<file path="config.mk">
export PLATFORM = sky130hd
export DESIGN_NAME = cameraRegs
export DESIGN_NICKNAME = d
export VERILOG_FILES = /design/src/sramScenePkg.sv /design/src/cameraRegs.sv
export VERILOG_INCLUDE_DIRS = /design/src
export SDC_FILE = /design/constraint.sdc
export NUM_CORES = 1
export LEC_CHECK = 0
export ABC_CLOCK_PERIOD_IN_PS = 1580
export BUFFER_PORTS_ARGS = -buffer_cell sky130_fd_sc_hd__buf_2
export CAP_MARGIN = 15
export CORE_MARGIN = 2
export CORE_UTILIZATION = 55
export CTS_BUF_LIST = sky130_fd_sc_hd__clkbuf_2 sky130_fd_sc_hd__clkbuf_4 sky130_fd_sc_hd__clkbuf_8
export CTS_CLUSTER_SIZE = 24
export DETAILED_ROUTE_END_ITERATION = 8
export GPL_ROUTABILITY_DRIVEN = 1
export GPL_TIMING_DRIVEN = 0
export PLACE_DENSITY_LB_ADDON = 0.08
export REMOVE_ABC_BUFFERS = 1
export SYNTH_ARGS = -nofsm -noshare
export SYNTH_HDL_FRONTEND = slang
export SYNTH_SLANG_ARGS = --single-unit
</file>
<file path="constraint.sdc">
create_clock -name iClock -period 1.58 [get_ports iClock]
set_input_delay 0.158 -clock iClock [delete_from_list [all_inputs] [get_ports iClock]]
set_output_delay 0.158 -clock iClock [all_outputs]
set_load 0.03 [all_outputs]
</file>
<file path="src/gpuMemCtrl_macros.svh">
`ifndef GPU_MEM_CTRL_MACROS_SVH
`define GPU_MEM_CTRL_MACROS_SVH

`default_nettype none

// bus widths
`define WORD_WIDTH 16
`define ADDR_WIDTH 22

// data words per write command, final tag not counted
`define INIT_BLOCK_SIZE    2
`define CAM_BLOCK_SIZE     5
`define OBJ_BLOCK_SIZE     14
`define CLS_OBJ_BLOCK_SIZE 1
`define MATRIX_BLOCK_SIZE  12

// scene layout seen by refresh
`define SCENE_BASE_ADDR 0
`define CAM_WORDS       4

`default_nettype wire

`endif
</file>
<file path="src/sramScenePkg.sv">
`include "gpuMemCtrl_macros.svh"
`default_nettype none

package sramScenePkg;

  typedef logic [`ADDR_WIDTH-1:0] sramAddr_t;
  typedef logic [`WORD_WIDTH-1:0] sramData_t;

  // camera word order inside the scene block
  typedef enum logic [1:0] {
    CAM_VER_X,
    CAM_VER_Y,
    CAM_VER_Z,
    CAM_DC
  } camIndex_t;

endpackage

`default_nettype wire

</file>
<file path="src/cameraRegs.sv">
`timescale 1ns/10ps
`include "gpuMemCtrl_macros.svh"
`default_nettype none

module cameraRegs (
  input  logic                    iClock,
  input  logic                    reset,
  input  logic                    camWrite,
  input  sramScenePkg::camIndex_t camIndex,
  input  sramScenePkg::sramData_t camData,
  input  logic                    camCommit,
  output sramScenePkg::sramData_t camVerX,
  output sramScenePkg::sramData_t camVerY,
  output sramScenePkg::sramData_t camVerZ,
  output sramScenePkg::sramData_t camDc,
  output logic                    camUpdate
);

  import sramScenePkg::*;

  sramData_t shadow [0:`CAM_WORDS-1];

  always_ff @(posedge iClock) begin
    if (camWrite) begin
      shadow[camIndex] <= camData;
    end
    if (camCommit) begin // all four move together
      camVerX <= shadow[CAM_VER_X];
      camVerY <= shadow[CAM_VER_Y];
      camVerZ <= shadow[CAM_VER_Z];
      camDc   <= shadow[CAM_DC];
    end
  end

  always_ff @(posedge iClock) begin
    if (reset) begin
      camUpdate <= 1'b0;
    end else begin
      camUpdate <= camCommit;
    end
  end

endmodule

`default_nettype wire

</file>
[Yosys cells after proc, flatten, opt, wreduce, memory -nomap -nowiden]
Memories as Yosys holds them, arrays and structs flattened. A register that Yosys moved wholly into a read port is not among the register bits.
Index checks and enable logic that the tools add are counted.
Word-level totals
  flip-flop bits (word level): 1
  memory bits (writable): 64
  bits of input ports: 22
  output and inout bits: 65
  word-level logic and storage cells: 4
  memories kept: 1
Memory list
  shadow: words 4, width 16, read ports 4, clocked after memory_dff 4, write ports 1, RTL line cameraRegs.sv:21  | sramData_t shadow [0:`CAM_WORDS-1];
Operators by class
  muxes and demuxes: 2
Operator list (number)
  two-way mux 1 bit: 2

[Longest topological paths before layout]
  depth in word-level cells: 2
  gate-level depth with buffers: 1
  gate-level depth less buffers: 1

[Worst setup path before layout]
Ideal clock, no wire load.
  path type: input port to flip-flop
  start: input port camIndex[1]
  end: memory shadow[0][0] (netlist name) (enable)
  library setup time: 0.387 ns
  arrival time: 0.874 ns
  required time: 1.193 ns
  path slack: 0.320 ns
  stages on the path: 1
  buffers on the path: 0
  cell sequence: nor3b_2
RTL lines
  start, declared: RTL line cameraRegs.sv:9  | input sramScenePkg::camIndex_t camIndex,
  end, declared: RTL line cameraRegs.sv:21
Straight into the memory's write port.

[Worst setup path in the final report]
  start: register camVerY[15], read port of shadow
  end: output port camVerY[15]
RTL lines
  start, declared: RTL line cameraRegs.sv:13  | output sramScenePkg::sramData_t camVerY,
No word-level cell between the ends.

==> impl_metrics.json <==
{
  "hold_depth": 2,
  "ys_seq_elements": 129,
  "gp_congestion": 0.685,
  "final_cell_area_um2": 5050,
  "cp_top_family": "flip-flops",
  "drt_pass1_iterations": 4,
  "dieWidth_um": 88.3,
  "cts-buffers-inserted": 17,
  "wire_per_inst_um": 16.4,
  "cts_setup_buffers": 0,
  "cts.root.buffer_cell": "clkbuf_8",
  "finClkSkew_ns": 0.00908,
  "pin_count": 87,
  "clk_pin_slew_ns": 0.07,
  "grt_pass1_wl_mm": 8.83,
  "endpoint": "camVerY[15]",
  "area_delta_synth_final_pct": 29.1,
  "slew_violations": 0,
  "cp.required_ns": 1.42,
  "die_y_um": 88.3,
  "period_share": 0.730,
  "ys.warnings.count": 0,
  "finalSetupViolCount": 0,
  "drt.antenna.violating_nets": 0,
  "vias": 1713,
  "nFillCells": 406,
  "final_common_cell": "edfxtp_1",
  "synth.cell_area_um2": 3910,
  "die_area_um2": 7800,
  "layout_min_cycle_time_ns": 1.15,
  "clkLatencyLatePin_ns": 0.41,
  "first_iter_violations": 99,
  "syn_avg_cell_area_um2": 29.2,
  "cp-end-kind": "output pin",
  "critPathSlowestCell": "edfxtp_1",
  "hold_slack_ns": 0.138,
  "startpoint_type": "register",
  "htreeDepth": 4,
  "startpoint": "camVerY[15]",
  "fmax_mhz": 867,
  "rsz0062_at_grt": "no",
  "mostFrequentLayoutCells": "128 x edfxtp_1, 86 x buf_2, 17 x clkbuf_8, 17 x dlygate4sd3_1, 5 x clkinv_4",
  "initial_utilization": 0.572,
  "ctsLongestPathBuffers": 2,
  "remaining_drc_errors": 0,
  "ys_types": 6,
  "r2r-end": "camVerX[10]",
  "hp-class": "input pin to register",
  "r2r_slack_ns": 0.92,
  "tightest_slew_ns": 0.944,
  "final-hold-violation-count": 0,
  "synth_cells": 134,
  "drt-total-wl_mm": 6.03,
  "yosys.area.top_type": "edfxtp_1",
  "cp.arrival_ns": 1.00,
  "hpwlAfterDp_mm": 3.74,
  "cts_tree": "built",
  "crit_fanout": 1,
  "viasPerCell": 4.67,
  "synth_top_area_frac": 0.984,
  "worst-path-stages": 1,
  "placed_area_um2": 4500,
  "cpPeakStageDelay_ns": 0.39,
  "core-area_um2": 6830,
  "relSlewSlack": 0.371,
  "critPathKind": "register to output pin",
  "power_density_nw_per_um2": 1370,
  "grt_pass1_vias": 1823,
  "worst-path-buf-inv": 1,
  "crit_chain": "buf_2",
  "antenna_cells": 0,
  "io_buffers": 86,
  "r2r-start": "shadow[0][10]",
  "grt_max_degree": 34,
  "cts_sinks": 129,
  "nNetsFinal": 280,
  "grt_overflow": 0,
  "ir_worst_vdd_mv": 1.03,
  "max_cap_viol_count": 0,
  "power.total_mw": 6.94,
  "drive_gt1_frac": 0.450,
  "p_leak_nw": 1.86,
  "synth_area_leaders": "edfxtp_1 98%, dfxtp_1 0.51%, and3b_1 0.45%",
  "num_rows": 30,
  "r2r_cells": 0,
  "outcome": "complete, no violations",
  "antenna_found_initial": 0,
  "yosysSeqAreaShare": 0.989,
  "grt_use_total": 0.170
}
-- state kept, by name, indices dropped and copies added (netlist names) --
signal and count:
shadow 64, camDc 16, camVerZ 16, camVerY 16
camVerX 16, camUpdate 1
-- cells in the mapped netlist (all sizes together) --
library cell,instances
and3,1
nor2b,1
dfxtp,1
edfxtp,128
nor3b,1
and3b,2
-- where the power goes --
part           internal [mW]  leakage, nW  switching [mW]
registers               3.95         1.22          0.0400
logic                  0.113        0.454           0.291
clock network           1.28        0.180            1.26
-- how the worst min path moves through the flow --
stage / startpoint / end / slack [ns]
2_1_floorplan: reset / camUpdate / 0.23
3_3_place_gp: reset / camUpdate / 0.32
3_5_place_dp: reset / camUpdate / 0.32
4_1_cts: camIndex[1] / shadow[0][0] / 0.11
5_1_grt: camIndex[1] / shadow[0][3] / 0.11
6_report: camIndex[1] / shadow[0][0] / 0.14
-- what timing repair did --
item,CTS,global route
endpoints found under the hold margin,65,0
hold buffers,17,0
gates resized for setup,0,0
-- metal layers --
layer,vias up,GRT usage,part of all wire
li1,798,-,-
met1,845,0.163,0.36
met2,66,0.290,0.55
met3,4,0.107,0.082
met4,0,0.0675,0.0060
met5,-,0,0
-- cells by family (layout without fill, tap and decap cells) --
logic type             count (synthesis)  after routing  synth area share
buffers and inverters                  0            137                 0
DFF                                  129            129             0.989
and+or+nand+nor                        5              5            0.0112
-- cell type report --
cell class | count | area (um2) | share of cell area
well taps | 96 | 120 | 0.0238
clock inverters | 14 | 135 | 0.0268
multi-input cells | 5 | 50.0 | 0.00992
repair buffers | 105 | 636 | 0.126
clock buffers | 18 | 241 | 0.0479
flip-flops and latches | 129 | 3860 | 0.766
-- per-stage QoR --
| step | TNS (ns) | utilization | cells | worst slack, ns |
|---|---|---|---|---|
| floorplan | 0 | - | 134 | 0.320 |
| global placement | -5.64 | 0.653 | 316 | -0.353 |
| detailed placement | 0 | 0.659 | 318 | 0.0231 |
| CTS | 0 | 0.739 | 367 | 0.388 |
| global route | 0 | 0.739 | 367 | 0.363 |
| finish | 0 | 0.739 | 367 | 0.427 |
Note: power is estimated with default switching activity, not from simulation.
