$ cat config.mk
export PLATFORM = sky130hd
export DESIGN_NAME = uartWordRx
export DESIGN_NICKNAME = d
export VERILOG_FILES = /design/src/hostProtoPkg.sv /design/src/uartWordRx.sv
export VERILOG_INCLUDE_DIRS = /design/src
export SDC_FILE = /design/constraint.sdc
export NUM_CORES = 1
export LEC_CHECK = 0
export BUFFER_PORTS_ARGS = -buffer_cell sky130_fd_sc_hd__buf_2
export CAP_MARGIN = 15
export CORE_ASPECT_RATIO = 1.1
export CORE_UTILIZATION = 28
export DETAILED_ROUTE_END_ITERATION = 8
export PLACE_DENSITY = 0.58
export SYNTH_ARGS = -nofsm -noshare
export SYNTH_HDL_FRONTEND = slang
export SYNTH_SLANG_ARGS = --single-unit
$ cat constraint.sdc
create_clock -name iClock -period 3.85 [get_ports iClock]
set_clock_uncertainty 0.15 [all_clocks]
set_input_delay 0.1925 -clock iClock [delete_from_list [all_inputs] [get_ports iClock]]
set_output_delay 0.1925 -clock iClock [all_outputs]
set_load 0.01 [all_outputs]
$ cat src/gpuMemCtrl_macros.svh
`ifndef GPU_MEM_CTRL_MACROS_SVH
`define GPU_MEM_CTRL_MACROS_SVH

`default_nettype none

// bus widths
`define WORD_WIDTH 16
`define ADDR_WIDTH 22

// data words per write command, final tag not counted
`define INIT_BLOCK_SIZE    2
`define CAM_BLOCK_SIZE     5
`define OBJ_BLOCK_SIZE     14
`define CLS_OBJ_BLOCK_SIZE 1
`define MATRIX_BLOCK_SIZE  12

// scene layout seen by refresh
`define SCENE_BASE_ADDR 0
`define CAM_WORDS       4

`default_nettype wire

`endif
$ cat src/hostProtoPkg.sv
`include "gpuMemCtrl_macros.svh"
`default_nettype none

package hostProtoPkg;

  // protocol tags, shared with the host driver
  typedef enum logic [`WORD_WIDTH-1:0] {
    TAG_REQUEST = 16'hAAAA,
    TAG_GPU     = 16'hCCCC,
    TAG_CAM     = 16'hBBBB,
    TAG_OBJ     = 16'hEEEE,
    TAG_CLS_OBJ = 16'h8888,
    TAG_TMATRIX = 16'hABCD,
    TAG_REFRESH = 16'h1234,
    TAG_FINAL   = 16'hFFFF,
    TAG_ERROR   = 16'h1414,
    TAG_BUSY    = 16'h4141
  } cmdTag_t;

  // one link word, seen as a tag or as two UART bytes
  typedef union packed {
    cmdTag_t                               tag;
    logic [1:0][`WORD_WIDTH/2-1:0]         bytes; // [1] goes out first
  } hostWord_t;

  typedef enum logic [2:0] {
    ST_IDLE,
    ST_ADDR,
    ST_DATA,
    ST_REFRESH
  } cmdState_t;

endpackage

`default_nettype wire

$ cat src/uartWordRx.sv
`timescale 1ns/10ps
`include "gpuMemCtrl_macros.svh"
`default_nettype none

module uartWordRx (
  input  logic                    iClock,
  input  logic                    reset,
  input  logic [7:0]              rxByte,
  input  logic                    rxReady,
  input  logic                    rxError,
  output hostProtoPkg::hostWord_t word,
  output logic                    wordValid
);

  logic haveHigh; // first byte of the pair is held

  always_ff @(posedge iClock) begin
    wordValid <= 1'b0;
    if (reset) begin
      haveHigh <= 1'b0;
    end else if (rxError) begin
      haveHigh <= 1'b0; // drop a half word
    end else if (rxReady) begin
      if (!haveHigh) begin
        word.bytes[1] <= rxByte;
      end else begin
        word.bytes[0] <= rxByte;
        wordValid     <= 1'b1;
      end
      haveHigh <= !haveHigh;
    end
  end

endmodule

`default_nettype wire

==> Word-level counts from Yosys, hierarchy flattened <==
Cells that the tools add are included.
{ "classes": {"add_sub_neg": 0, "multipliers": 0, "div": 0, "n_lt_le_gt_ge": 0, "eq_ne": 0, "n_shift": 0, "muxes": 1, "bitwise": 4, "reduce_logical": 5} }
{ "op_table": {"columns": ["cell", "count"], "rows": [
  ["AND reduction 4 bit", 2],
  ["inverter 1 bit", 4],
  ["OR reduction 3 bit", 1],
  ["OR reduction 2 bit", 1],
  ["logical NOT 1 bit", 1],
  ["2-to-1 mux 1 bit", 1]
]} }
{ "word_totals": {"regBits": 18, "latchBits": 0, "ram_bits": 0, "rom_bits": 0, "in_bits": 12, "out_inout_bits": 17, "elab_cells": 14, "n_memories": 0} }

==> Longest topological paths before layout <==
{ "depth": {"word_depth": 2, "ltp_mapped": 2, "mapped_depth_nobuf": 2} }

==> Worst setup path after synthesis <==
Ideal clock, no wire load.
{ "synth_path": {"path_kind": "reg2reg", "from": "reg haveHigh", "to": "reg word[10] (netlist bit) (enable)", "setup_time_ps": 398, "t_arrival_ps": 1313, "required_ps": 3302, "setup_slack_ps": 1989, "stages_incl_launch_ff": 2, "n_path_buf": 0, "period_less_slack_ps": 1861, "path_cell_list": "dfxtp_1 nor4b_1"} }
{ "synth_via": {"elab_chain_cells": 2} }
{ "synth_lines": {"columns": ["item", "line", "rtl"], "rows": [
  ["start: declaration", "uartWordRx.sv:15", "logic haveHigh;"],
  ["start signal: assignment", "uartWordRx.sv:30", "haveHigh <= !haveHigh;"],
  ["inverter 1 bit (no source line)", null, null],
  ["AND reduction 4 bit (no source line)", null, null],
  ["end: declaration", "uartWordRx.sv:11", "output hostProtoPkg::hostWord_t word,"]
]} }
No other way between the ends.
A chain may end at the register's enable or synchronous reset.

==> Worst setup path in the final report <==
{ "layout_path": {"from": "in reset", "to": "reg word[0] (netlist bit) (enable)"} }
{ "layout_via": {"elab_chain_cells": 2} }
{ "layout_lines": {"columns": ["item", "line", "rtl"], "rows": [
  ["start: declaration", "uartWordRx.sv:7", "input logic reset,"],
  ["inverter 1 bit (no source line)", null, null],
  ["AND reduction 4 bit (no source line)", null, null]
]} }
No other way between the ends.

==> results.py <==
metrics = {
    "cells_and_area": {
        "regArea_sq_um": 520.5,
        "nFillCells": 172,
        "nets": 80,
        "final_cells": 94,
        "syn2layout_area_growth_pct": 56.85,
        "antennaDiodeCount": 0,
        "layout-drive-gt1-share_pct": 47.76,
        "multi_input_area_sq_um": 42.54,
    },
    "grt": {
        "grt_pass1_vias": 376,
        "grtUsageTotal_pct": 10.63,
        "antenna_found_initial": 0,
        "grt_max_degree": 11,
        "grt_pass1_wl_um": 1635,
        "overflow": 0,
    },
    "worst_setup_path": {
        "r2r_cells": 2,
        "worstPathCellList": "dlygate4sd3_1 -> buf_2 -> nor3_1",
        "worstPathRequired_ns": 3.61,
        "end_kind": "flop",
        "cp-start-kind": "primary input",
        "critPathSlowestCell": "nor3_1",
        "critical_path_arrival_ns": 1.75,
        "criticalPathCategory": "primary input to flop",
        "slowest_delay_ns": 0.87,
        "path_max_fanout": 8,
    },
    "logic_synthesis": {
        "synthMostInstantiatedCell": "edfxtp_1",
        "synth_edf_count": 16,
        "yosys-top-cells-count": "16 x edfxtp_1, 3 x nor3_1, 2 x dfxtp_1",
        "yosysWarnings": 0,
        "yosys.area.top_type": "edfxtp_1",
        "synth_seq_cells": 18,
        "syn_area_per_cell_sq_um": 23.20,
        "synthTopCellsByArea": "edfxtp_1 86%, dfxtp_1 7.2%, nor3_1 2.7%",
        "syn-num-nets": 36,
        "ys_types": 6,
        "postSynthCellCount": 24,
        "netlist_area_sq_um": 556.8,
        "synth_seq_area_share_pct": 93.48,
        "synth_ff_type": "edfxtp_1",
        "synth_top_area_share_pct": 86.29,
        "async_flop_share_pct": 0,
    },
    "drt": {
        "wl_per_cell_um": 10.51,
        "finalWirelength_um": 988,
        "vias": 361,
        "vias_per_cell": 3.840,
        "drtPass1Iterations": 1,
        "drt-initial-drc-count": 0,
        "drcViolationCount": 0,
        "drtAntennaViolNets": 0,
    },
    "sta": {
        "hold_violations": 0,
        "worstMarginPinSlew_ns": 1.082,
        "setup_viol": 0,
        "max_freq_mhz": 503.5,
        "period_share_pct": 51.59,
        "whs_ns": 0.05346,
        "setup_tns_ns": 0,
        "max-slew-margin-rel_pct": 27.31,
        "rsz0062_at_grt": "false",
        "slew_violations": 0,
        "period_minus_slack_ns": 1.986,
    },
    "floorplanning": {
        "ios": 29,
        "die_x_um": 44.52,
        "core_area_sq_um": 1822,
        "initial_core_util_pct": 30.56,
        "row_count": 16,
        "die_h_um": 48.77,
        "fp.dieArea_sq_um": 2171,
    },
    "hold_path": {
        "hp-class": "primary input to flop",
        "whs_path_depth": 3,
    },
    "placement": {
        "io_buffers": 28,
        "place.gp.congestion": 0.6063,
        "place_inst": 79,
        "dp_hpwl_um": 699.2,
    },
    "status": {
        "status": "completed",
    },
    "cts": {
        "numCtsBuffers": 3,
        "path_clk_slew_ns": 0.09,
        "h-tree-depth": 1,
        "clock_latency_ns": 0.28,
        "cts-resized-gates": 0,
        "cts_setup_buffers": 0,
        "cts_root_buf": "clkbuf_4",
        "cts_sinks": 18,
        "cts_tree": "yes",
        "cts_buffer_depth": 2,
    },
    "pwr": {
        "peakVddDrop_mv": 0.1949,
        "p_leak_nw": 0.3447,
        "finalPower_uw": 333.9,
        "pwr_density_cell_nw_per_um2": 382.3,
    },
    "run": {
        "cap_violations": 0,
    },
}
-- metrics by stage --
stage | area (sq um) | util, % | setup WS (ns)
floorplan | 556.8 | - | 1.989
global placement | 737.0 | 40.45 | 2.117
detailed placement | 737.0 | 40.45 | 2.024
CTS | 873.3 | 47.94 | 1.840
global route | 873.3 | 47.94 | 1.799
finish | 873.3 | 47.94 | 1.864
-- what timing repair did --
| action | 4_1_cts | 5_1_grt |
|---|---|---|
| endpoints found under the hold margin | 18 | 0 |
| hold buffers | 11 | 0 |
| setup endpoints to repair | 0 | 0 |
-- metal layers --
layer | routed length [um] | track usage, % | vias to the layer above
met4 | 21 | 7.576 | 0
met5 | 0 | 0 | -
met1 | 437 | 12.81 | 152
met3 | 91 | 4.074 | 4
li1 | - | - | 179
met2 | 438 | 15.20 | 26
-- power by group --
part / total [mW] / internal, mW / switching (mW)
Sequential: 0.218 / 0.216 / 0.00116
Clock: 0.0926 / 0.0402 / 0.0524
Combinational: 0.0237 / 0.0141 / 0.00964
Total: 0.334 / 0.271 / 0.0632
-- worst max-delay path: cells and delay by family --
| family | cells | cell delay, ns |
|---|---|---|
| AND/OR/NAND/NOR | 1 | 0.87 |
| buffers and inverters | 2 | 0.68 |
-- worst paths after layout --
check / from / endpoint / slack [ns]
worst max-delay path: reset / word[0] / 1.86
worst min-delay path: rxReady / haveHigh / 0.05
worst max register to register: haveHigh / word[0] / 2.03
worst min register to register: haveHigh / haveHigh / 0.43
-- logic make-up (layout without fill, tap and decap cells) --
family | Yosys count | count (layout) | synth area share [%]
buf+inv | 0 | 43 | 0
simple gates | 5 | 5 | 4.943
xor+xnor | 1 | 1 | 1.573
flops | 18 | 18 | 93.48
-- placed cells by master (no fill, tap or decap), drive strengths merged --
cell          n
buf          28
clkbuf        4
dfxtp         2
dlygate4sd3  11
edfxtp       16
nand2         1
nor3          3
nor4b         1
xnor2         1
-- state kept, by name (all words and copies together), names as in the netlist --
name and flops:
haveHigh 1, word 16, wordValid 1
-- final cells by class --
type | count | share of cell area, %
clock buffer | 4 | 3.009
multi-input combinational | 6 | 4.871
sequential | 18 | 59.60
tap | 27 | 3.868
timing repair buffer | 39 | 28.65
(Power assumes the default switching activity.)
