File: src/gpuMemCtrl_macros.svh
`ifndef GPU_MEM_CTRL_MACROS_SVH
`define GPU_MEM_CTRL_MACROS_SVH

`default_nettype none

// bus widths
`define WORD_WIDTH 16
`define ADDR_WIDTH 22

// data words per write command, final tag not counted
`define INIT_BLOCK_SIZE    2
`define CAM_BLOCK_SIZE     5
`define OBJ_BLOCK_SIZE     14
`define CLS_OBJ_BLOCK_SIZE 1
`define MATRIX_BLOCK_SIZE  12

// scene layout seen by refresh
`define SCENE_BASE_ADDR 0
`define CAM_WORDS       4

`default_nettype wire

`endif
File: src/sramScenePkg.sv
`include "gpuMemCtrl_macros.svh"
`default_nettype none

package sramScenePkg;

  typedef logic [`ADDR_WIDTH-1:0] sramAddr_t;
  typedef logic [`WORD_WIDTH-1:0] sramData_t;

  // camera word order inside the scene block
  typedef enum logic [1:0] {
    CAM_VER_X,
    CAM_VER_Y,
    CAM_VER_Z,
    CAM_DC
  } camIndex_t;

endpackage

`default_nettype wire

File: src/hostProtoPkg.sv
`include "gpuMemCtrl_macros.svh"
`default_nettype none

package hostProtoPkg;

  // protocol tags, shared with the host driver
  typedef enum logic [`WORD_WIDTH-1:0] {
    TAG_REQUEST = 16'hAAAA,
    TAG_GPU     = 16'hCCCC,
    TAG_CAM     = 16'hBBBB,
    TAG_OBJ     = 16'hEEEE,
    TAG_CLS_OBJ = 16'h8888,
    TAG_TMATRIX = 16'hABCD,
    TAG_REFRESH = 16'h1234,
    TAG_FINAL   = 16'hFFFF,
    TAG_ERROR   = 16'h1414,
    TAG_BUSY    = 16'h4141
  } cmdTag_t;

  // one link word, seen as a tag or as two UART bytes
  typedef union packed {
    cmdTag_t                               tag;
    logic [1:0][`WORD_WIDTH/2-1:0]         bytes; // [1] goes out first
  } hostWord_t;

  typedef enum logic [2:0] {
    ST_IDLE,
    ST_ADDR,
    ST_DATA,
    ST_REFRESH
  } cmdState_t;

endpackage

`default_nettype wire

File: src/sceneLoader.sv
`timescale 1ns/10ps
`include "gpuMemCtrl_macros.svh"
`default_nettype none

module sceneLoader (
  input  logic                    iClock,
  input  logic                    reset,
  input  logic                    refreshStart,
  output logic                    refreshDone,
  output logic                    refreshError,
  output logic                    rdReq,
  output sramScenePkg::sramAddr_t rdAddr,
  input  sramScenePkg::sramData_t rdData,
  input  logic                    rdValid,
  output logic                    enable,
  output logic                    camWrite,
  output sramScenePkg::camIndex_t camIndex,
  output sramScenePkg::sramData_t camData,
  output logic                    camCommit
);

  import hostProtoPkg::*;
  import sramScenePkg::*;

  // scene header: GPU tag, object count, CAM tag, then camera words
  localparam int STEP_GPU     = 0;
  localparam int STEP_CAM_TAG = 2;
  localparam int STEP_CAM0    = 3;
  localparam int STEP_COMMIT  = STEP_CAM0 + `CAM_WORDS;

  logic [$clog2(STEP_COMMIT+1)-1:0] step;
  hostWord_t                        rdWord;
  logic                             tagBad;

  assign rdWord = hostWord_t'(rdData);
  assign rdAddr = sramAddr_t'(`SCENE_BASE_ADDR) + sramAddr_t'(step);
  assign tagBad = (step == STEP_GPU && rdWord.tag != TAG_GPU) ||
                  (step == STEP_CAM_TAG && rdWord.tag != TAG_CAM);

  always_ff @(posedge iClock) begin
    refreshDone <= 1'b0;
    camWrite    <= 1'b0;
    camCommit   <= 1'b0;
    if (reset) begin
      enable <= 1'b0;
      rdReq  <= 1'b0;
    end else if (!enable) begin
      if (refreshStart) begin
        enable <= 1'b1;
        rdReq  <= 1'b1;
        step   <= '0;
      end
    end else if (step == STEP_COMMIT) begin
      // last camera word is in the shadow set by now
      camCommit    <= 1'b1;
      refreshDone  <= 1'b1;
      refreshError <= 1'b0;
      enable       <= 1'b0;
    end else if (rdValid) begin
      if (tagBad) begin
        rdReq        <= 1'b0;
        enable       <= 1'b0;
        refreshDone  <= 1'b1;
        refreshError <= 1'b1; // no commit
      end else begin
        if (step >= STEP_CAM0) begin
          camWrite <= 1'b1;
          camIndex <= camIndex_t'(step - STEP_CAM0);
          camData  <= rdData;
        end
        rdReq <= (step != STEP_COMMIT - 1);
        step  <= step + 1'b1;
      end
    end
  end

endmodule

`default_nettype wire

File: config.mk
export PLATFORM = sky130hd
export DESIGN_NAME = sceneLoader
export DESIGN_NICKNAME = d
export VERILOG_FILES = /design/src/sramScenePkg.sv /design/src/hostProtoPkg.sv /design/src/sceneLoader.sv
export VERILOG_INCLUDE_DIRS = /design/src
export SDC_FILE = /design/constraint.sdc
export NUM_CORES = 1
export LEC_CHECK = 0
export ABC_AREA = 1
export BUFFER_PORTS_ARGS = -buffer_cell sky130_fd_sc_hd__buf_2
export CAP_MARGIN = 5
export CORE_MARGIN = 4
export CORE_UTILIZATION = 45
export DETAILED_ROUTE_END_ITERATION = 7
export PLACE_DENSITY = 0.79
export SYNTH_ARGS = -nofsm -noshare
export SYNTH_HDL_FRONTEND = slang
export SYNTH_SLANG_ARGS = --single-unit
File: constraint.sdc
create_clock -name iClock -period 3 [get_ports iClock]
set_input_delay 0 -clock iClock [delete_from_list [all_inputs] [get_ports iClock]]
set_output_delay 0 -clock iClock [all_outputs]
set_load 0.05 [all_outputs]
Word level (Yosys, flattened, before mapping)
Cells that the tools add are included.
W data, S select, Z words.
{"block": "totals", "register_bits": 27, "word_cells": 60, "out_inout_bits": 46, "inputBits": 20}
{"block": "classes", "eq_ne": 8, "magnitude_cmp": 1, "n_addsub": 2, "muxes": 22, "bitwise_logic": 5, "reduce_logical": 13}
{"op": "$ne A16 B16 Y1 const B", "n": 2}
{"op": "$mux W1", "n": 17}
{"op": "$mux W3", "n": 5}
{"op": "$ne A2 B2 Y1 const B", "n": 3}
{"op": "$reduce_and A6 Y1", "n": 1}
{"op": "$reduce_bool A2 Y1", "n": 3}
{"op": "$not A1 Y1", "n": 5}
{"op": "$reduce_and A5 Y1", "n": 1}
{"op": "$reduce_or A5 Y1", "n": 1}
{"op": "$reduce_and A4 Y1", "n": 1}
{"op": "$add A3 B1 Y3 const B", "n": 1}
{"op": "$eq A3 B2 Y1 const B", "n": 1}
{"op": "$eq A3 B3 Y1 const B", "n": 1}
{"op": "$ge A3 B2 Y1 const B", "n": 1}
{"op": "$logic_not A3 Y1", "n": 1}
{"op": "$ne A3 B3 Y1 const B", "n": 1}
{"op": "$reduce_and A3 Y1", "n": 1}
{"op": "$logic_and A1 B1 Y1", "n": 2}
{"op": "$reduce_or A2 Y1", "n": 1}
{"op": "$sub A2 B2 Y2 const B", "n": 1}
{"op": "$logic_or A1 B1 Y1", "n": 1}

Depth between registers and ports, before layout
Gate-level depths: netlist of the first run.
{"block": "logic_depth", "ltp_word": 7, "ltp_mapped": 10, "depth_no_buf": 10}

Worst setup path after synthesis of the first run
Ideal clock, no wire load.
{"block": "synth_path", "kind": "reg-to-reg", "startpoint": "reg step[0]", "endpoint": "reg camData[0] (enable)", "setup_ps": 393, "required_ps": 2607, "setup_slack_ps": 251, "synth_period_minus_slack_ps": 2749, "t_arrival_ps": 2356, "stages_incl_launch_ff": 8, "path_buffers": 0, "path_cell_list": "edfxtp_1 -> ha_1 -> ha_1 -> inv_1 -> nand3_1 -> inv_1 -> nand4_1 -> nor2_1"}
{"block": "synth_via", "elab_chain_len": 5, "elab_cells_between_ends": 10, "classes_between": "1 x order compare; 2 x eq/ne; 2 x bitwise; 5 x reduce/logical"}
{"element": "start, declared", "line_no": "sceneLoader.sv:31", "rtl": "logic [$clog2(STEP_COMMIT+1)-1:0] step;"}
{"element": "start signal, assigned", "line_no": "sceneLoader.sv:72", "rtl": "step <= step + 1'b1;"}
{"element": "$eq A3 B2 Y1 or $logic_not A3 Y1 (tied branches)", "line_no": "sceneLoader.sv:38, sceneLoader.sv:37"}
{"element": "$logic_and A1 B1 Y1 (on tied branches)", "line_no": "sceneLoader.sv:38, sceneLoader.sv:37"}
{"element": "$logic_or A1 B1 Y1", "line_no": "sceneLoader.sv:37", "rtl": "assign tagBad = (step == STEP_GPU && rdWord.tag != TAG_GPU) ||"}
{"element": "$not A1 Y1 (no source line)"}
{"element": "$reduce_and A6 Y1 (no source line) *"}
{"element": "end signal, assigned", "line_no": "sceneLoader.sv:69", "rtl": "camData <= rdData;"}
{"element": "end, declared", "line_no": "sceneLoader.sv:18", "rtl": "output sramScenePkg::sramData_t camData,"}
Every way passes the cells marked *; elsewhere a longest branch is shown, timed or not.
A chain may end at the register's enable or synchronous reset.

Worst setup path in the final report of the first run
{"block": "layout_path", "startpoint": "reg step[0]", "endpoint": "reg camIndex[1] (enable)"}
{"block": "layout_via", "elab_chain_len": 5, "elab_cells_between_ends": 10, "classes_between": "1 x order compare; 2 x eq/ne; 2 x bitwise; 5 x reduce/logical"}
{"element": "$eq A3 B2 Y1 or $logic_not A3 Y1 (tied branches)", "line_no": "sceneLoader.sv:38, sceneLoader.sv:37"}
{"element": "$logic_and A1 B1 Y1 (on tied branches)", "line_no": "sceneLoader.sv:38, sceneLoader.sv:37"}
{"element": "$logic_or A1 B1 Y1", "line_no": "sceneLoader.sv:37"}
{"element": "$not A1 Y1 (no source line)"}
{"element": "$reduce_and A6 Y1 (no source line) *"}
{"element": "end signal, assigned", "line_no": "sceneLoader.sv:68", "rtl": "camIndex <= camIndex_t'(step - STEP_CAM0);"}
{"element": "end, declared", "line_no": "sceneLoader.sv:17", "rtl": "output sramScenePkg::camIndex_t camIndex,"}
Marks and branches as above.

==> results of run 1 <==
[layer usage]
metal	up-vias	global-route usage (%)	wire length (um)
met5	-	0	0
met4	0	2.73	27
met3	2	1.86	316
met2	51	25.1	1250
met1	414	15.0	928
li1	515	-	-
[cells by family (layout without fill, tap and decap cells)]
| kind of cell | after synthesis | count (layout) | share of synthesized area, % |
|---|---|---|---|
| adder cells (fa/ha/maj) | 5 | 5 | 4.81 |
| flip-flops | 27 | 27 | 58.5 |
| AO/OA/AOI/OAI | 5 | 5 | 1.92 |
| AND/OR/NAND/NOR | 52 | 52 | 16.9 |
| other | 1 | 19 | 0.288 |
| buffers and inverters | 42 | 95 | 17.6 |
[where the power goes]
| group | total, mW | leakage, nW | internal [mW] | switching (mW) |
|---|---|---|---|---|
| logic | 0.187 | 0.622 | 0.0501 | 0.137 |
| clock network | 0.151 | 0.0177 | 0.0497 | 0.101 |
| registers | 0.425 | 0.241 | 0.418 | 0.00641 |
| total | 0.762 | 0.881 | 0.518 | 0.244 |
[final timing paths]
path	cells past startpoint	slack [ps]	startpoint	end
max	8	970	step[0]	camIndex[1]
min	2	420	rdData[7]	camData[7]
max reg2reg	8	970	step[0]	camIndex[1]
min reg2reg	2	560	rdReq	rdReq
[layout by cell type, fill, tap and decap left out, drive strengths merged]
cell,n
buf,47
inv,23
o21ai,2
clkbuf,3
conb,19
dlygate4sd3,21
ha,5
nand2,26
nor2,20
nand4,2
dfxtp,5
edfxtp,22
a21oi,3
nand3,4
clkinv,1
[area by class of cell]
type                    count  share of cell area (%)
multi-input cells          81                    21.8
flip-flops and latches     27                    43.7
clock buffers               3                    1.29
inverters                  23                    4.96
repair buffers             68                    25.7
clock inverters             1                   0.288
well taps                  31                    2.23
[worst max-delay path: cells and delay by family, from the launching register on]
| kind | cells | cell delay [ps] |
|---|---|---|
| AND/OR/NAND/NOR | 3 | 400 |
| flip-flops | 1 | 440 |
| buffers and inverters | 3 | 480 |
| adder cells (fa/ha/maj) | 2 | 420 |
[timing repair]
action                                  in CTS  in global routing
hold buffers                                21                  0
endpoints found under the setup margin       0                  0
endpoints found under the hold margin       20                  0
[state kept, by name, indices dropped and copies added (netlist names)]
name,count
camWrite,1
camIndex,2
enable,1
camCommit,1
refreshDone,1
camData,16
step,3
refreshError,1
rdReq,1
==> metrics, run 1 <==
later-pin clock latency in the skew report 310 ps; clock sinks 27; Via-to-Cell Ratio roughly 4.2; commonest cells in the netlist inv_1 (23), nand2_1 (23), edfxtp_1 (22), buf_4 (19), nor2_1 (19); Netlist cell types 15; final-report hold violation count 0; 1st-iter DRT viols 28; dpl cell area 1500 um2; CP max stage delay roughly 440 ps; maximum vdd ir drop 300 uV; routed len/inst around 11 um; Ports 66; synthesized area per cell 9.86 um2; final worst path period share 67.7%; footprint of the multi-input gates about 380 um2; hold_ws roughly 420 ps; Placed Cells incl. Taps 209; Die Footprint approximately 3800 um2; crit path max fanout 18; Post-CTS Setup Bufs 0; Syn Inst Count ~130; Max clock buf depth 2; Layout Utilization 63.1%; Final setup viols 0; Seq cells post-synth 27; PD cells roughly 440 nW/um2; Register Area 761 um2; mapped cell area 1300 um2; final wirelength around 2500 um; Slew Viols, Final 0; Min-Delay Path Class input port to flop; critical path class flop to flop; cts bufs inserted 3; post-route non-filler standard cell count roughly 230; Arrival @ worst endpoint 2050 ps; Area contributors post-synth edfxtp_1 (51%), buf_4 (11%), dfxtp_1 (7.7%); CP startpoint kind flop; status finished, final reports clean; total number of vias roughly 980; Tmin final ~2000 ps; DPL Wire Length 1800 um; setup repair after global routing missed its margin false; Synth Flop Type edfxtp_1; Worst Skew 9.12 ps; max-cap viol count 0; post-route design area 1740 um2; cells along the critical path ha_1, ha_1, inv_1, nand3_1, inv_1, nand4_1, nor2_1, buf_4; quantity of I/O buffers inserted on ports between 40 and 50; Root Driver clkbuf_4; Reg clk slew, reported paths 140 ps; nets ~230; area leader, netlist edfxtp_1; TNS Setup 0 ps; area grow syn2layout 33.8%; layout cell share with drive strength beyond 1 roughly 28%; Critical Path RT approximately 3000 ps; share of the synthesized area in the top cell type 50.8%; H-tree Lvls 1; DRC violations left 0; setup slack after layout 968 ps; # resized after CTS 0; Placer Congestion ~0.85; first-pass GRT wire length ~3700 um; Tot Pwr between 0.7 and 0.8 mW; Die Span X 61.8 um; pin count of the biggest net entering global routing 19; number of flops mapped to enable cells by yosys 22; starting density of the core 47.2%; CTS tree yes; Place WS ~1000 ps; GRT overflow 0; Async SR Flop Fraction 0%; Total GRT Usage approximately 13%; initial antenna violation count 0; Pleak 0.881 nW; number of diodes 0; number of global-route vias before repair around 900; post-route ant nets 0; sequential fraction of the synthesis area 58.5%; First-pass DRT Iterations 4; FMAX slightly below 500 MHz; Core ar. 2760 um2; Crit. End Element flop; CP max stage cell edfxtp_1; height of the die slightly above 60 um; Fill cells approximately 230; # rows 19; Synth Warn # 0
Power figures use the tool's default switching activity.
==> inputs of run 2 (changes only) <==
- clock period: 3 -> 2.15 ns (I/O delays scaled with it)
==> run 2 against run 1 <==
Utilization is 1.5 points higher; die area unchanged; clock power grew 36%; non-clock buffer count unchanged; sequential share of layout area shrank 1.0 points; via count rose by 3.0%; first-iteration DRC count is 29% lower; critical path type unchanged.
==> metrics, run 2 (same netlist as run 1, synthesis figures left out) <==
Arrival @ worst endpoint between 2000 and 2500 ps; layout cell share with drive strength beyond 1 30.0%; later-pin clock latency in the skew report around 310 ps; worst reg2reg endpoint enable; largest register by flop count camData; Pleak slightly below 0.9 nW; max-cap viol count 0; dpl cell area between 1500 and 2000 um2; Reg clk slew, reported paths between 100 and 150 ps; footprint of the multi-input gates just over 400 um2; 1st-iter DRT viols 20; post-route design area 1780 um2; first-pass GRT wire length about 3900 um; FMAX ~520 MHz; CP max stage cell dlygate4sd3_1; R2R setup slack 240 ps; Post-CTS Setup Bufs 0; final-report hold violation count 0; height of the die 61.8 um; part of the power in the clock network between 10% and 20%; flip-flop count of the largest register after layout 16; r2r worst-path depth 10; starting density of the core between 40 and 50%; CP max stage delay 550 ps; Tot Pwr roughly 1.1 mW; nets ~230; Core ar. around 2800 um2; cts bufs inserted 3; post-route ant nets 0; Critical Path RT 2360 ps; biggest regs camData: 16 flops, step: 3 flops, camIndex: 2 flops; CTS tree yes; commonest non-fill, non-tap cell in the layout buf_2; maximum vdd ir drop 461 uV; Crit. End Element flop; Slew Viols, Final 0; Register Area 761 um2; area grow syn2layout 36.9%; Sw Ratio approximately a third; Placed Cells incl. Taps between 200 and 250; Hold Path Sink camData[13]; cells along the critical path inv_1, ha_1, inv_1, nor2_1, nand2_2, nand2_1, nand2_2, nand3_2, nand2_1, dlygate4sd3_1; initial antenna violation count 0; Final setup viols 0; Die Span X ~60 um; DRC violations left 0; critical path class flop to flop; Die Footprint around 3800 um2; PD cells around 600 nW/um2; H-tree Lvls 1; crit path max fanout 4; Comb power frac ~25%; Total GRT Usage 13.9%; Int Power 0.731 mW; # resized after CTS 0; Tmin final about 1900 ps; number of global-route vias before repair around 1000; pin count of the biggest net entering global routing 19; Root Driver clkbuf_4; Switch Pwr roughly 0.34 mW; worst hold path startpoint rdData[13]; First-pass DRT Iterations 4; Top Family by Delay on Critical Path buffers and inverters; setup repair after global routing missed its margin false; Worst Skew approximately 2.8 ps; total number of vias around 1000; # rows 19; hold path cells 2; Seq pwr share 55.7%; number of diodes 0; status finished, final reports clean; Min-Delay Path Class input port to flop; GRT overflow 0; CP startpoint kind flop; DPL Wire Length 1840 um; final worst path period share 89.0%; post-route non-filler standard cell count about 230; quantity of I/O buffers inserted on ports 46; Placer Congestion roughly 0.85; Ports 66; CP bufs+invs 3; routed len/inst about 11 um; Hold-fix buffers, CTS 21; commonest cells after routing, fill and taps aside buf_2 (46), nand2_1 (23), edfxtp_1 (22); Max clock buf depth 2; final wirelength 2600 um; Via-to-Cell Ratio 4.32; Fill cells ~230; clock sinks 27; FF-to-FF Start step[0]
==> run 2: area by class of cell <==
class,instances,share of cell area (%)
sequential,27,42.7
clock buffer,4,1.47
timing repair buffer,68,25.8
tap,31,2.18
multi-input combinational,81,22.8
inverter,23,4.99
==> run 2: how the worst max path moves through the flow <==
stage	from	endpoint	depth (start not counted)
global placement	step[1]	camData[10]	8
finish	step[0]	enable	10
global route	step[0]	enable	10
CTS	step[0]	enable	10
detailed placement	step[1]	camData[10]	8
floorplan	step[1]	camData[0]	7
==> run 2: per-stage QoR <==
| step | TNS, ps | worst slack [ps] | utilization, % | hold WS, ps |
|---|---|---|---|---|
| after floorplan | -839 | -46.6 | - | 98.9 |
| after detailed placement | 0 | 279 | 56.0 | 208 |
| after CTS | 0 | 232 | 64.6 | 411 |
| after global routing | 0 | 82.0 | 64.6 | 403 |
| final | 0 | 237 | 64.6 | 428 |
| after global placement | 0 | 357 | 56.0 | 207 |
==> run 2: worst reg2reg max path, cell delays in order (launching register included) <==
cell and delay, ps:
edfxtp_1 460, inv_1 150, ha_1 190, inv_1 40, nor2_1 100, nand2_2 80
nand2_1 80, nand2_2 70, nand3_2 60, nand2_1 40, dlygate4sd3_1 550
==> run 2: per-layer routing <==
| layer | vias up | routed length, um | GRT usage, % |
|---|---|---|---|
| met5 | - | 0 | 0 |
| li1 | 521 | - | - |
| met2 | 47 | 1270 | 25.4 |
| met3 | 6 | 228 | 3.10 |
| met1 | 437 | 1050 | 15.3 |
| met4 | 0 | 48 | 5.76 |
==> run 2: power by group through the flow <==
stage	Clock (mW)	Combinational [mW]	Sequential, mW
floorplan	0	0.155	0.659
global placement	0	0.232	0.605
detailed placement	0	0.235	0.607
CTS	0.218	0.267	0.595
global route	0.243	0.289	0.597
finish	0.205	0.269	0.595
