**config.mk**
```make
export PLATFORM = sky130hd
export DESIGN_NAME = cmdSequencer
export DESIGN_NICKNAME = d
export VERILOG_FILES = /design/src/sramScenePkg.sv /design/src/hostProtoPkg.sv /design/src/cmdSequencer.sv
export VERILOG_INCLUDE_DIRS = /design/src
export SDC_FILE = /design/constraint.sdc
export NUM_CORES = 1
export LEC_CHECK = 0
export BUFFER_PORTS_ARGS = -buffer_cell sky130_fd_sc_hd__clkbuf_2
export CELL_PAD_IN_SITES_DETAIL_PLACEMENT = 0
export CELL_PAD_IN_SITES_GLOBAL_PLACEMENT = 1
export CORE_MARGIN = 4
export CORE_UTILIZATION = 42
export DETAILED_ROUTE_END_ITERATION = 7
export MAX_ROUTING_LAYER = met4
export PLACE_DENSITY = 0.84
export SLEW_MARGIN = 20
export SYNTH_ARGS = -nofsm -noshare
export SYNTH_HDL_FRONTEND = slang
export SYNTH_SLANG_ARGS = --single-unit
```
**constraint.sdc**
```tcl
create_clock -name iClock -period 5.6 [get_ports iClock]
set_clock_uncertainty 0.05 [all_clocks]
set_input_delay 0.28 -clock iClock [delete_from_list [all_inputs] [get_ports iClock]]
set_output_delay 0.28 -clock iClock [all_outputs]
set_load 0.05 [all_outputs]
```
**src/gpuMemCtrl_macros.svh**
```systemverilog
`ifndef GPU_MEM_CTRL_MACROS_SVH
`define GPU_MEM_CTRL_MACROS_SVH

`default_nettype none

// bus widths
`define WORD_WIDTH 16
`define ADDR_WIDTH 22

// data words per write command, final tag not counted
`define INIT_BLOCK_SIZE    2
`define CAM_BLOCK_SIZE     5
`define OBJ_BLOCK_SIZE     14
`define CLS_OBJ_BLOCK_SIZE 1
`define MATRIX_BLOCK_SIZE  12

// scene layout seen by refresh
`define SCENE_BASE_ADDR 0
`define CAM_WORDS       4

`default_nettype wire

`endif
```
**src/sramScenePkg.sv**
```systemverilog
`include "gpuMemCtrl_macros.svh"
`default_nettype none

package sramScenePkg;

  typedef logic [`ADDR_WIDTH-1:0] sramAddr_t;
  typedef logic [`WORD_WIDTH-1:0] sramData_t;

  // camera word order inside the scene block
  typedef enum logic [1:0] {
    CAM_VER_X,
    CAM_VER_Y,
    CAM_VER_Z,
    CAM_DC
  } camIndex_t;

endpackage

`default_nettype wire

```
**src/hostProtoPkg.sv**
```systemverilog
`include "gpuMemCtrl_macros.svh"
`default_nettype none

package hostProtoPkg;

  // protocol tags, shared with the host driver
  typedef enum logic [`WORD_WIDTH-1:0] {
    TAG_REQUEST = 16'hAAAA,
    TAG_GPU     = 16'hCCCC,
    TAG_CAM     = 16'hBBBB,
    TAG_OBJ     = 16'hEEEE,
    TAG_CLS_OBJ = 16'h8888,
    TAG_TMATRIX = 16'hABCD,
    TAG_REFRESH = 16'h1234,
    TAG_FINAL   = 16'hFFFF,
    TAG_ERROR   = 16'h1414,
    TAG_BUSY    = 16'h4141
  } cmdTag_t;

  // one link word, seen as a tag or as two UART bytes
  typedef union packed {
    cmdTag_t                               tag;
    logic [1:0][`WORD_WIDTH/2-1:0]         bytes; // [1] goes out first
  } hostWord_t;

  typedef enum logic [2:0] {
    ST_IDLE,
    ST_ADDR,
    ST_DATA,
    ST_REFRESH
  } cmdState_t;

endpackage

`default_nettype wire

```
**src/cmdSequencer.sv**
```systemverilog
`timescale 1ns/10ps
`include "gpuMemCtrl_macros.svh"
`default_nettype none

module cmdSequencer (
  input  logic                    iClock,
  input  logic                    reset,
  input  hostProtoPkg::hostWord_t word,
  input  logic                    wordValid,
  output hostProtoPkg::hostWord_t txWord,
  output logic                    txWordValid,
  input  logic                    txWordReady,
  output logic                    wrReq,
  output sramScenePkg::sramAddr_t wrAddr,
  output sramScenePkg::sramData_t wrData,
  input  logic                    wrAccept,
  output logic                    refreshStart,
  input  logic                    refreshDone,
  input  logic                    refreshError
);

  import hostProtoPkg::*;
  import sramScenePkg::*;

  cmdState_t state;
  cmdTag_t   origTag;    // replied when the block closes
  sramAddr_t tagSize;
  logic      isWriteTag;
  logic      skipFinal;  // final tag not stored
  sramAddr_t blockSize;
  sramAddr_t curAddr;
  sramAddr_t stopAddr;

  ////////////////////////////////////////
  // block size per write command
  always_comb begin
    isWriteTag = 1'b1;
    case (word.tag)
      TAG_REQUEST: tagSize = sramAddr_t'(`INIT_BLOCK_SIZE);
      TAG_CAM:     tagSize = sramAddr_t'(`CAM_BLOCK_SIZE);
      TAG_OBJ:     tagSize = sramAddr_t'(`OBJ_BLOCK_SIZE);
      TAG_CLS_OBJ: tagSize = sramAddr_t'(`CLS_OBJ_BLOCK_SIZE);
      TAG_TMATRIX: tagSize = sramAddr_t'(`MATRIX_BLOCK_SIZE);
      default: begin
        tagSize    = '0;
        isWriteTag = 1'b0;
      end
    endcase
  end

  ////////////////////////////////////////
  // command FSM
  always_ff @(posedge iClock) begin
    refreshStart <= 1'b0;
    if (txWordValid && txWordReady) begin
      txWordValid <= 1'b0;
    end
    if (wrAccept) begin
      wrReq <= 1'b0;
    end
    if (reset) begin
      state       <= ST_IDLE;
      txWordValid <= 1'b0;
      wrReq       <= 1'b0;
    end else begin
      case (state)
        ST_IDLE: begin
          if (wordValid && isWriteTag) begin
            txWord      <= hostWord_t'(~word.tag); // echo
            txWordValid <= 1'b1;
            origTag     <= word.tag;
            blockSize   <= tagSize;
            skipFinal   <= (word.tag == TAG_CLS_OBJ) || (word.tag == TAG_TMATRIX);
            state       <= ST_ADDR;
          end else if (wordValid && word.tag == TAG_REFRESH) begin
            refreshStart <= 1'b1;
            state        <= ST_REFRESH;
          end
        end
        ST_ADDR: begin
          if (wordValid) begin
            curAddr  <= sramAddr_t'(word);
            stopAddr <= sramAddr_t'(word) + blockSize;
            state    <= ST_DATA;
          end
        end
        ST_DATA: begin
          if (wordValid && curAddr != stopAddr) begin
            wrReq   <= 1'b1;
            wrAddr  <= curAddr;
            wrData  <= sramData_t'(word);
            curAddr <= curAddr + 1'b1;
          end else if (wordValid) begin
            if (word.tag == TAG_FINAL) begin
              if (!skipFinal) begin
                wrReq  <= 1'b1;
                wrAddr <= stopAddr;
                wrData <= sramData_t'(word);
              end
              txWord.tag <= origTag;
            end else begin
              txWord.tag <= TAG_ERROR; // block not closed properly
            end
            txWordValid <= 1'b1;
            state       <= ST_IDLE;
          end
        end
        ST_REFRESH: begin
          if (refreshDone) begin
            txWord      <= refreshError ? hostWord_t'(TAG_ERROR) : hostWord_t'(~TAG_REFRESH);
            txWordValid <= 1'b1;
            state       <= ST_IDLE;
          end else if (wordValid) begin
            txWord.tag  <= TAG_BUSY;
            txWordValid <= 1'b1;
          end
        end
        default: state <= ST_IDLE;
      endcase
    end
  end

  // a data word must not overrun the SRAM write before it
  assert property (@(posedge iClock) disable iff (reset)
    wrReq && !wrAccept |-> !wordValid);

endmodule

`default_nettype wire

```
== Word-level counts from Yosys, hierarchy flattened ==
Index checks and enable logic that the tools add are counted.

* Bits in registers: 143
* Bits in latches: 0
* Memory bits (writable): 0
* Memory bits (read-only): 0
* Memories kept: 0

* $add $sub $neg: 2
* Multipliers: 0
* Divide/modulo/power cells: 0
* $lt $le $gt $ge: 0
* Equal/unequal tests: 20
* Shift operators: 0
* Multiplexer cells: 41
* Bitwise operators: 3
* Reductions and logical operators: 18

{| class="wikitable"
|+ Operators by type and width
! kind !! count
|-
| $mux W16 || 11
|-
| $mux W22 || 6
|-
| $eq A16 B16 Y1 const B || 6
|-
| $pmux W16 S3 || 1
|-
| $pmux W22 S2 || 1
|-
| $add A16 B22 Y22 || 1
|-
| $add A22 B1 Y22 const B || 1
|-
| $ne A22 B22 Y1 || 1
|-
| $pmux W4 S5 || 1
|-
| $mux W3 || 6
|-
| $eq A16 B13 Y1 const B || 1
|-
| $not A16 Y16 || 1
|-
| $mux W1 || 13
|-
| $ne A2 B2 Y1 const B || 6
|-
| $pmux W3 S4 || 1
|-
| $reduce_and A5 Y1 || 2
|-
| $eq A3 B2 Y1 const B || 2
|-
| $ne A3 B3 Y1 const B || 2
|-
| $reduce_and A3 Y1 || 2
|-
| $reduce_and A6 Y1 || 1
|-
| $reduce_bool A2 Y1 || 3
|-
| $reduce_or A5 Y1 || 1
|-
| $logic_and A1 B1 Y1 || 4
|-
| $reduce_and A4 Y1 || 1
|-
| other kinds (8) || 9
|}

== Longest topological paths before layout ==
Gate-level depths: netlist of run 1.

* Depth after elaboration: 6
* Gate-level depth with buffers: 9
* Gate-level depth less buffers: 9

== Least setup slack after synthesis of run 1 ==
Ideal clock, no wire load.

* Kind: input port to flip-flop
* Start point: in word[10] (netlist name)
* End point: reg blockSize[0], enable pin
* Arrival time: 4.821 ns
* Slack: 0.214 ns
* Stages: 7
* Path buffers: 1
* Cell sequence: buf_2 > nand4bb_1 > or4_1 > a21o_1 > inv_1 > nor2_1 > a2111oi_0

* Longest elaborated chain between the ends: 5
* Elaborated cells between the ends (all ways): 9
* Classes of those cells: eq/ne: 5; mux: 1; reduce/logical: 3

{| class="wikitable"
|+ Ends and longest elaborated chain
! element !! RTL line !! text
|-
| start, declared || cmdSequencer.sv:8 || <nowiki>input hostProtoPkg::hostWord_t word,</nowiki>
|-
| $eq A16 B16 Y1 || cmdSequencer.sv:38 || <nowiki>case (word.tag)</nowiki>
|-
| $reduce_or A5 Y1 (no line) (*) || n/a ||
|-
| $mux W1 (*) || cmdSequencer.sv:38 ||
|-
| $logic_and A1 B1 Y1 (*) || cmdSequencer.sv:68 || <nowiki>if (wordValid && isWriteTag) begin</nowiki>
|-
| $reduce_and A3 Y1 (no line) (*) || n/a ||
|-
| end signal, assigned || cmdSequencer.sv:72 || <nowiki>blockSize <= tagSize;</nowiki>
|-
| end, declared || cmdSequencer.sv:30 || <nowiki>sramAddr_t blockSize;</nowiki>
|}

Mark *: on every way between the ends. The rest lies on a longest branch, timed or not.
A chain may end at the register's enable or synchronous reset.

== Worst setup path after layout of run 1 ==
* Start point: reg curAddr[20]
* End point: reg txWord[7] (netlist name), enable pin

* Longest elaborated chain between the ends: 4

{| class="wikitable"
|+ Ends and longest elaborated chain
! element !! RTL line !! text
|-
| start, declared || cmdSequencer.sv:31 || <nowiki>sramAddr_t curAddr;</nowiki>
|-
| start signal, assigned || cmdSequencer.sv:82 || <nowiki>curAddr <= sramAddr_t'(word);</nowiki>
|-
| start signal, assigned || cmdSequencer.sv:92 || <nowiki>curAddr <= curAddr + 1'b1;</nowiki>
|-
| $ne A22 B22 Y1 || cmdSequencer.sv:88 || <nowiki>if (wordValid && curAddr != stopAddr) begin</nowiki>
|-
| $logic_and A1 B1 Y1 || cmdSequencer.sv:88 ||
|-
| $ne A2 B2 Y1 (no line) || n/a ||
|-
| $reduce_and A6 Y1 (no line) || n/a ||
|-
| end signal, assigned || cmdSequencer.sv:69 || <nowiki>txWord <= hostWord_t'(~word.tag);</nowiki>
|-
| end signal, assigned || cmdSequencer.sv:110 || <nowiki>txWord <= refreshError ? hostWord_t'(TAG_ERROR) : hostWord_t'(~TAG_REFRESH);</nowiki>
|-
| end, declared || cmdSequencer.sv:10 || <nowiki>output hostProtoPkg::hostWord_t txWord,</nowiki>
|}

Every way passes these cells.

==> impl_metrics.json, run 1 <==
{
  "status": "complete, no violations",
  "totalWireLength_mm": 12.8,
  "ys_types": 49,
  "drtIter0Drc": 408,
  "synthFlopType": "edfxtp_1",
  "cp.required_ps": 5590,
  "synthSimpleGateAreaFrac_pct": 13.3,
  "fin_ws_ps": 2440,
  "grt_pass1_wl_mm": 20.6,
  "die_w_um": 123,
  "port-buffer-count": 79,
  "power_density_nw_per_um2": 314,
  "drtPass1Iterations": 5,
  "worstPathMaxFanout": 16,
  "end_kind": "flop",
  "syn_area_um2": 5570,
  "drive_above_1_share_pct": 26.3,
  "finalCritPeriodShare_pct": 56.5,
  "place.gp.congestion": 0.893,
  "dieArea_um2": 15200,
  "postCtsHoldBufs": 0,
  "reg2reg_to": "txWord[7]",
  "synth_top_family_by_area": "simple AND/OR/NAND/NOR gates",
  "cts_root_buffer": "clkbuf_16",
  "hold_viol": 0,
  "peakVddDrop_mv": 0.370,
  "synth_top_area_cell": "edfxtp_1",
  "synth-seq-cells": 119,
  "slew_headroom_pct": 35.2,
  "path_cells": "or4_1 -> nor4_1 -> nand2_1 -> nor3_1 -> a211oi_1 -> nor3_4",
  "cts_resized": 0,
  "cp-start-kind": "flop",
  "worstSkewPairLatency_ps": 410,
  "min_path_type": "input pin to flop",
  "synth-async-reset-ratio_pct": 0,
  "drv_cap": 0,
  "synth_edf_count": 114,
  "n_antenna_cell": 0,
  "crit_path_max_incr_delay_ps": 690,
  "ios": 80,
  "fin_area_um2": 6730,
  "fmax_mhz": 316,
  "placementRows": 41,
  "crit_end": "txWord[7]",
  "clkTransAtPathRegs_ps": 50,
  "grt-ovfl-total": 0,
  "viasPerCell": 5.37,
  "regToRegSetupSlack_ps": 2440,
  "setup_viol": 0,
  "dp_hpwl_mm": 8.87,
  "critPathSlowestCell": "nor3_4",
  "grt_max_degree": 42,
  "pre_cts_slack_ps": 2450,
  "n_fill_cell": 1113,
  "fin_nets": 548,
  "final_antenna_net_count": 0,
  "first_global_vias": 3896,
  "synth_nets": 469,
  "cts-buffers-inserted": 17,
  "postPlaceCellArea_um2": 6140,
  "synth.mux.area_fraction_pct": 4.16,
  "slew_viol_final": 0,
  "htree_levels": 4,
  "hp-start": "wrAccept",
  "drc": 0,
  "synth_compound_area_share_pct": 7.48,
  "period_needed_ps": 3160,
  "synth_cells": 440,
  "synth_seq_area_share_pct": 63.3,
  "yosysWarnings": 0,
  "setup_tns_ps": 0,
  "wl_per_cell_um": 18.1,
  "synth-xor-area-share_pct": 7.86,
  "regArea_um2": 3520,
  "cts_tree": "built",
  "cellLeakagePower_uw": 0.00242,
  "holdWs_ps": 78.1,
  "coreArea_um2": 12800,
  "arrival_ps": 3150,
  "tightest_slew_ps": 970,
  "num_vias": 3781,
  "synth_area_leaders": "edfxtp_1 61%, xor2_1 5.3%, nand2_1 2.8%",
  "syn_avg_cell_area_um2": 12.7,
  "rr_worst_depth": 6,
  "clockBufferDepth": 2,
  "startpoint": "curAddr[20]",
  "multi_input_area_um2": 1940,
  "rsz0062_at_grt": "no",
  "crit_type": "flop to flop",
  "worstReg2RegStart": "curAddr[20]",
  "cts_setup_buffers": 0,
  "floorplan.initialDensity_pct": 43.4,
  "grtUsageTotal_pct": 18.7,
  "yosysTopAreaCellShare_pct": 61.5,
  "die_y_um": 123,
  "synthAdderAreaFrac_pct": 1.48,
  "antenna_found_initial": 0,
  "clkSinkCount": 119,
  "syn_to_final_growth_pct": 20.8
}
## how the worst min path moves through the flow
stage,endpoint,slack (ps),cells after the start
2_1_floorplan,state[0],300,1
3_3_place_gp,wrReq,420,2
3_5_place_dp,wrReq,420,2
4_1_cts,wrReq,60,3
5_1_grt,wrReq,90,3
6_report,wrReq,80,3
## worst max-delay path: cells and delay by family, from the launching register on
| family | cells | cell delay [ps] |
|---|---|---|
| simple gates | 5 | 2180 |
| flops | 1 | 430 |
| compound gates | 1 | 120 |
## flip-flops by register name, indices dropped and copies added (netlist names), 2 cells and up
name	count
wrAddr	22
origTag	16
stopAddr	17
blockSize	4
txWord	16
wrData	16
curAddr	22
state	2
## cell type report
class,count,share of cell area (%)
clock buffers,17,6.32
clock inverters,15,2.36
inverters,10,0.558
multi-input cells,288,28.9
flip-flops and latches,119,52.4
well taps,172,3.20
repair buffers,83,6.32
## synth_stat cells (10+ instances only)
cell type,count
a21oi_1,20
clkbuf_1,18
edfxtp_1,114
mux2_2,13
nand2_1,42
nand3_1,12
nand4_1,10
nor2_1,22
o21ai_0,26
xnor2_1,16
xor2_1,34
## layer usage
metal  wire (um)  global-route usage (%)
met1        5600                    24.1
met2        6210                    29.0
met3         775                    4.99
met4         163                    5.88
met5           0                       -
## where the power goes
| group | internal [uW] | leakage, uW | switching (uW) |
|---|---|---|---|
| Clock | 691 | 0.000285 | 376 |
| Combinational | 26.1 | 0.00107 | 45.6 |
| Sequential | 973 | 0.00107 | 0.0421 |
## per-stage QoR
step                      util [%]  cells  power (uW)
after floorplan                  -    440        1030
after global placement        47.9    672        1060
after detailed placement      47.9    672        1060
after CTS                     52.5    704        2130
after global routing          52.5    704        2180
final                         52.5    704        2110
## cell usage in the layout, fill, tap and decap left out, drive strengths merged, types with 6 or more instances in the layout
| master | netlist | routed |
|---|---|---|
| edfxtp | 114 | 114 |
| nor3 | 9 | 9 |
| and2 | 6 | 6 |
| mux2 | 18 | 18 |
| inv | 9 | 10 |
| xor2 | 34 | 34 |
| nand2b | 7 | 7 |
| xnor2 | 16 | 16 |
| clkinv | 1 | 10 |
| nand2 | 42 | 42 |
| o211ai | 8 | 8 |
| nand3 | 12 | 12 |
| nor2 | 24 | 24 |
| o21ai | 26 | 26 |
| nand4 | 10 | 10 |
| nor4 | 9 | 9 |
| a21oi | 20 | 20 |
| clkbuf | 19 | 96 |
## cells by family (layout without fill, tap and decap cells)
kind of cell               count (synthesis)  count (layout)
buffers and inverters                     33             125
DFF                                      119             119
and+or+nand+nor                          143             143
adders and majority gates                  6               6
AOI/OAI and AO/OA                         70              70
xor gates and xnor gates                  50              50
muxes                                     19              19
(Power assumes the default switching activity.)
==> run 2: changes to the inputs <==
CORE_UTILIZATION = 46   (was 42)
PLACE_DENSITY = 0.87   (was 0.84)
clock period = 3 ns   (was 5.6 ns; I/O delays follow)
==> impl_metrics.json, run 2 (same netlist as run 1, synthesis figures left out) <==
{
  "status": "complete, no violations",
  "antenna_found_initial": 0,
  "drive_above_1_share_pct": 26.0,
  "arrival_ps": 2830,
  "clkTransAtPathRegs_ps": 50,
  "num_vias": 3784,
  "cts_resized": 0,
  "htree_levels": 4,
  "final_antenna_net_count": 0,
  "drv_cap": 0,
  "cts-buffers-inserted": 17,
  "power_density_nw_per_um2": 578,
  "coreArea_um2": 11600,
  "setup_tns_ps": 0,
  "grt_pass1_wl_mm": 19.9,
  "n_fill_cell": 930,
  "grtUsageTotal_pct": 19.1,
  "slew_headroom_pct": 45.7,
  "postPlaceCellArea_um2": 6160,
  "cp-start-kind": "flop",
  "floorplan.initialDensity_pct": 48.0,
  "clkSinkCount": 119,
  "drtPass1Iterations": 4,
  "cts_tree": "built",
  "n_antenna_cell": 0,
  "placementRows": 39,
  "layout_commonest_cell": "edfxtp_1",
  "fmax_mhz": 389,
  "final_cell_mix": "114 x edfxtp_1, 79 x clkbuf_2, 42 x nand2_1, 34 x xor2_1, 26 x o21ai_0",
  "cp.required_ps": 3260,
  "crit_type": "flop to flop",
  "viasPerCell": 5.52,
  "dp_hpwl_mm": 8.55,
  "total_power_uw": 3910,
  "grt-ovfl-total": 0,
  "clockBufferDepth": 2,
  "drc": 0,
  "first_global_vias": 3801,
  "die_y_um": 118,
  "drtIter0Drc": 242,
  "fin_area_um2": 6770,
  "largestRegisters": "curAddr x22, wrAddr x22, stopAddr x17",
  "fin_nets": 558,
  "place.gp.congestion": 0.817,
  "tightest_slew_ps": 813,
  "stdcell_count": 685,
  "dieArea_um2": 13900,
  "ios": 80,
  "hold_viol": 0,
  "die_w_um": 118,
  "cts_root_buffer": "clkbuf_16",
  "place_inst": 649,
  "slew_viol_final": 0,
  "end_kind": "flop",
  "setup_viol": 0,
  "syn_to_final_growth_pct": 21.5,
  "wl_per_cell_um": 17.7,
  "min_path_type": "input pin to flop",
  "holdWs_ps": 35.6,
  "finalCritPeriodShare_pct": 85.7,
  "grt_max_degree": 24,
  "cellLeakagePower_uw": 0.00246,
  "worstSkewPairLatency_ps": 420,
  "rsz0062_at_grt": "no",
  "port-buffer-count": 79,
  "period_needed_ps": 2570,
  "worstPathMaxFanout": 4,
  "peakVddDrop_mv": 0.463,
  "totalWireLength_mm": 12.1
}
## run 2: per-layer routing
metal / vias up / part of all wire [%] / routed length (um) / GRT usage (%)
met5: - / 0 / 0 / -
met3: 23 / 6.4 / 776 / 5.67
met4: 0 / 1.8 / 218 / 8.64
met2: 149 / 46 / 5610 / 28.0
li1: 1811 / - / - / -
met1: 1801 / 46 / 5520 / 24.6
## run 2: layout make-up
class / instances / area [um^2] / share of cell area [%]
tap: 143 / 179 / 2.64
clock inverter: 13 / 136 / 2.02
timing repair buffer: 93 / 510 / 7.54
sequential: 119 / 3520 / 52.1
multi-input combinational: 288 / 1950 / 28.8
clock buffer: 19 / 433 / 6.40
inverter: 10 / 37.5 / 0.555
## run 2: final timing paths
path / startpoint / to / slack [ps] / depth (start not counted)
max reg2reg: curAddr[20] / wrReq / 430 / 7
min: word[8] / origTag[8] / 40 / 1
max: curAddr[20] / wrReq / 430 / 7
min reg2reg: origTag[9] / txWord[9] / 480 / 2
## run 2: worst max-delay path, stage by stage, from the launching register on
cell and delay (ps):
edfxtp_1 430, or4_1 540, nor4_1 280, nand2_1 190
nor2_4 210, a211o_1 150, a21oi_1 60, dlygate4sd3_1 550
## run 2: metrics by stage
step                worst slack, ps  utilization [%]
finish                          429             58.3
global route                    205             58.3
CTS                             412             58.3
detailed placement              423             53.0
global placement                492             53.0
floorplan                      -218                -
## run 2: timing repair
action,CTS,global route
buffers inserted,0,0
hold buffers,4,0
hold endpoints to repair,3,0
## run 2: power breakdown
part	internal [uW]	switching [uW]
Combinational	50.9	80.8
Clock	1280	681
Sequential	1820	0.0482
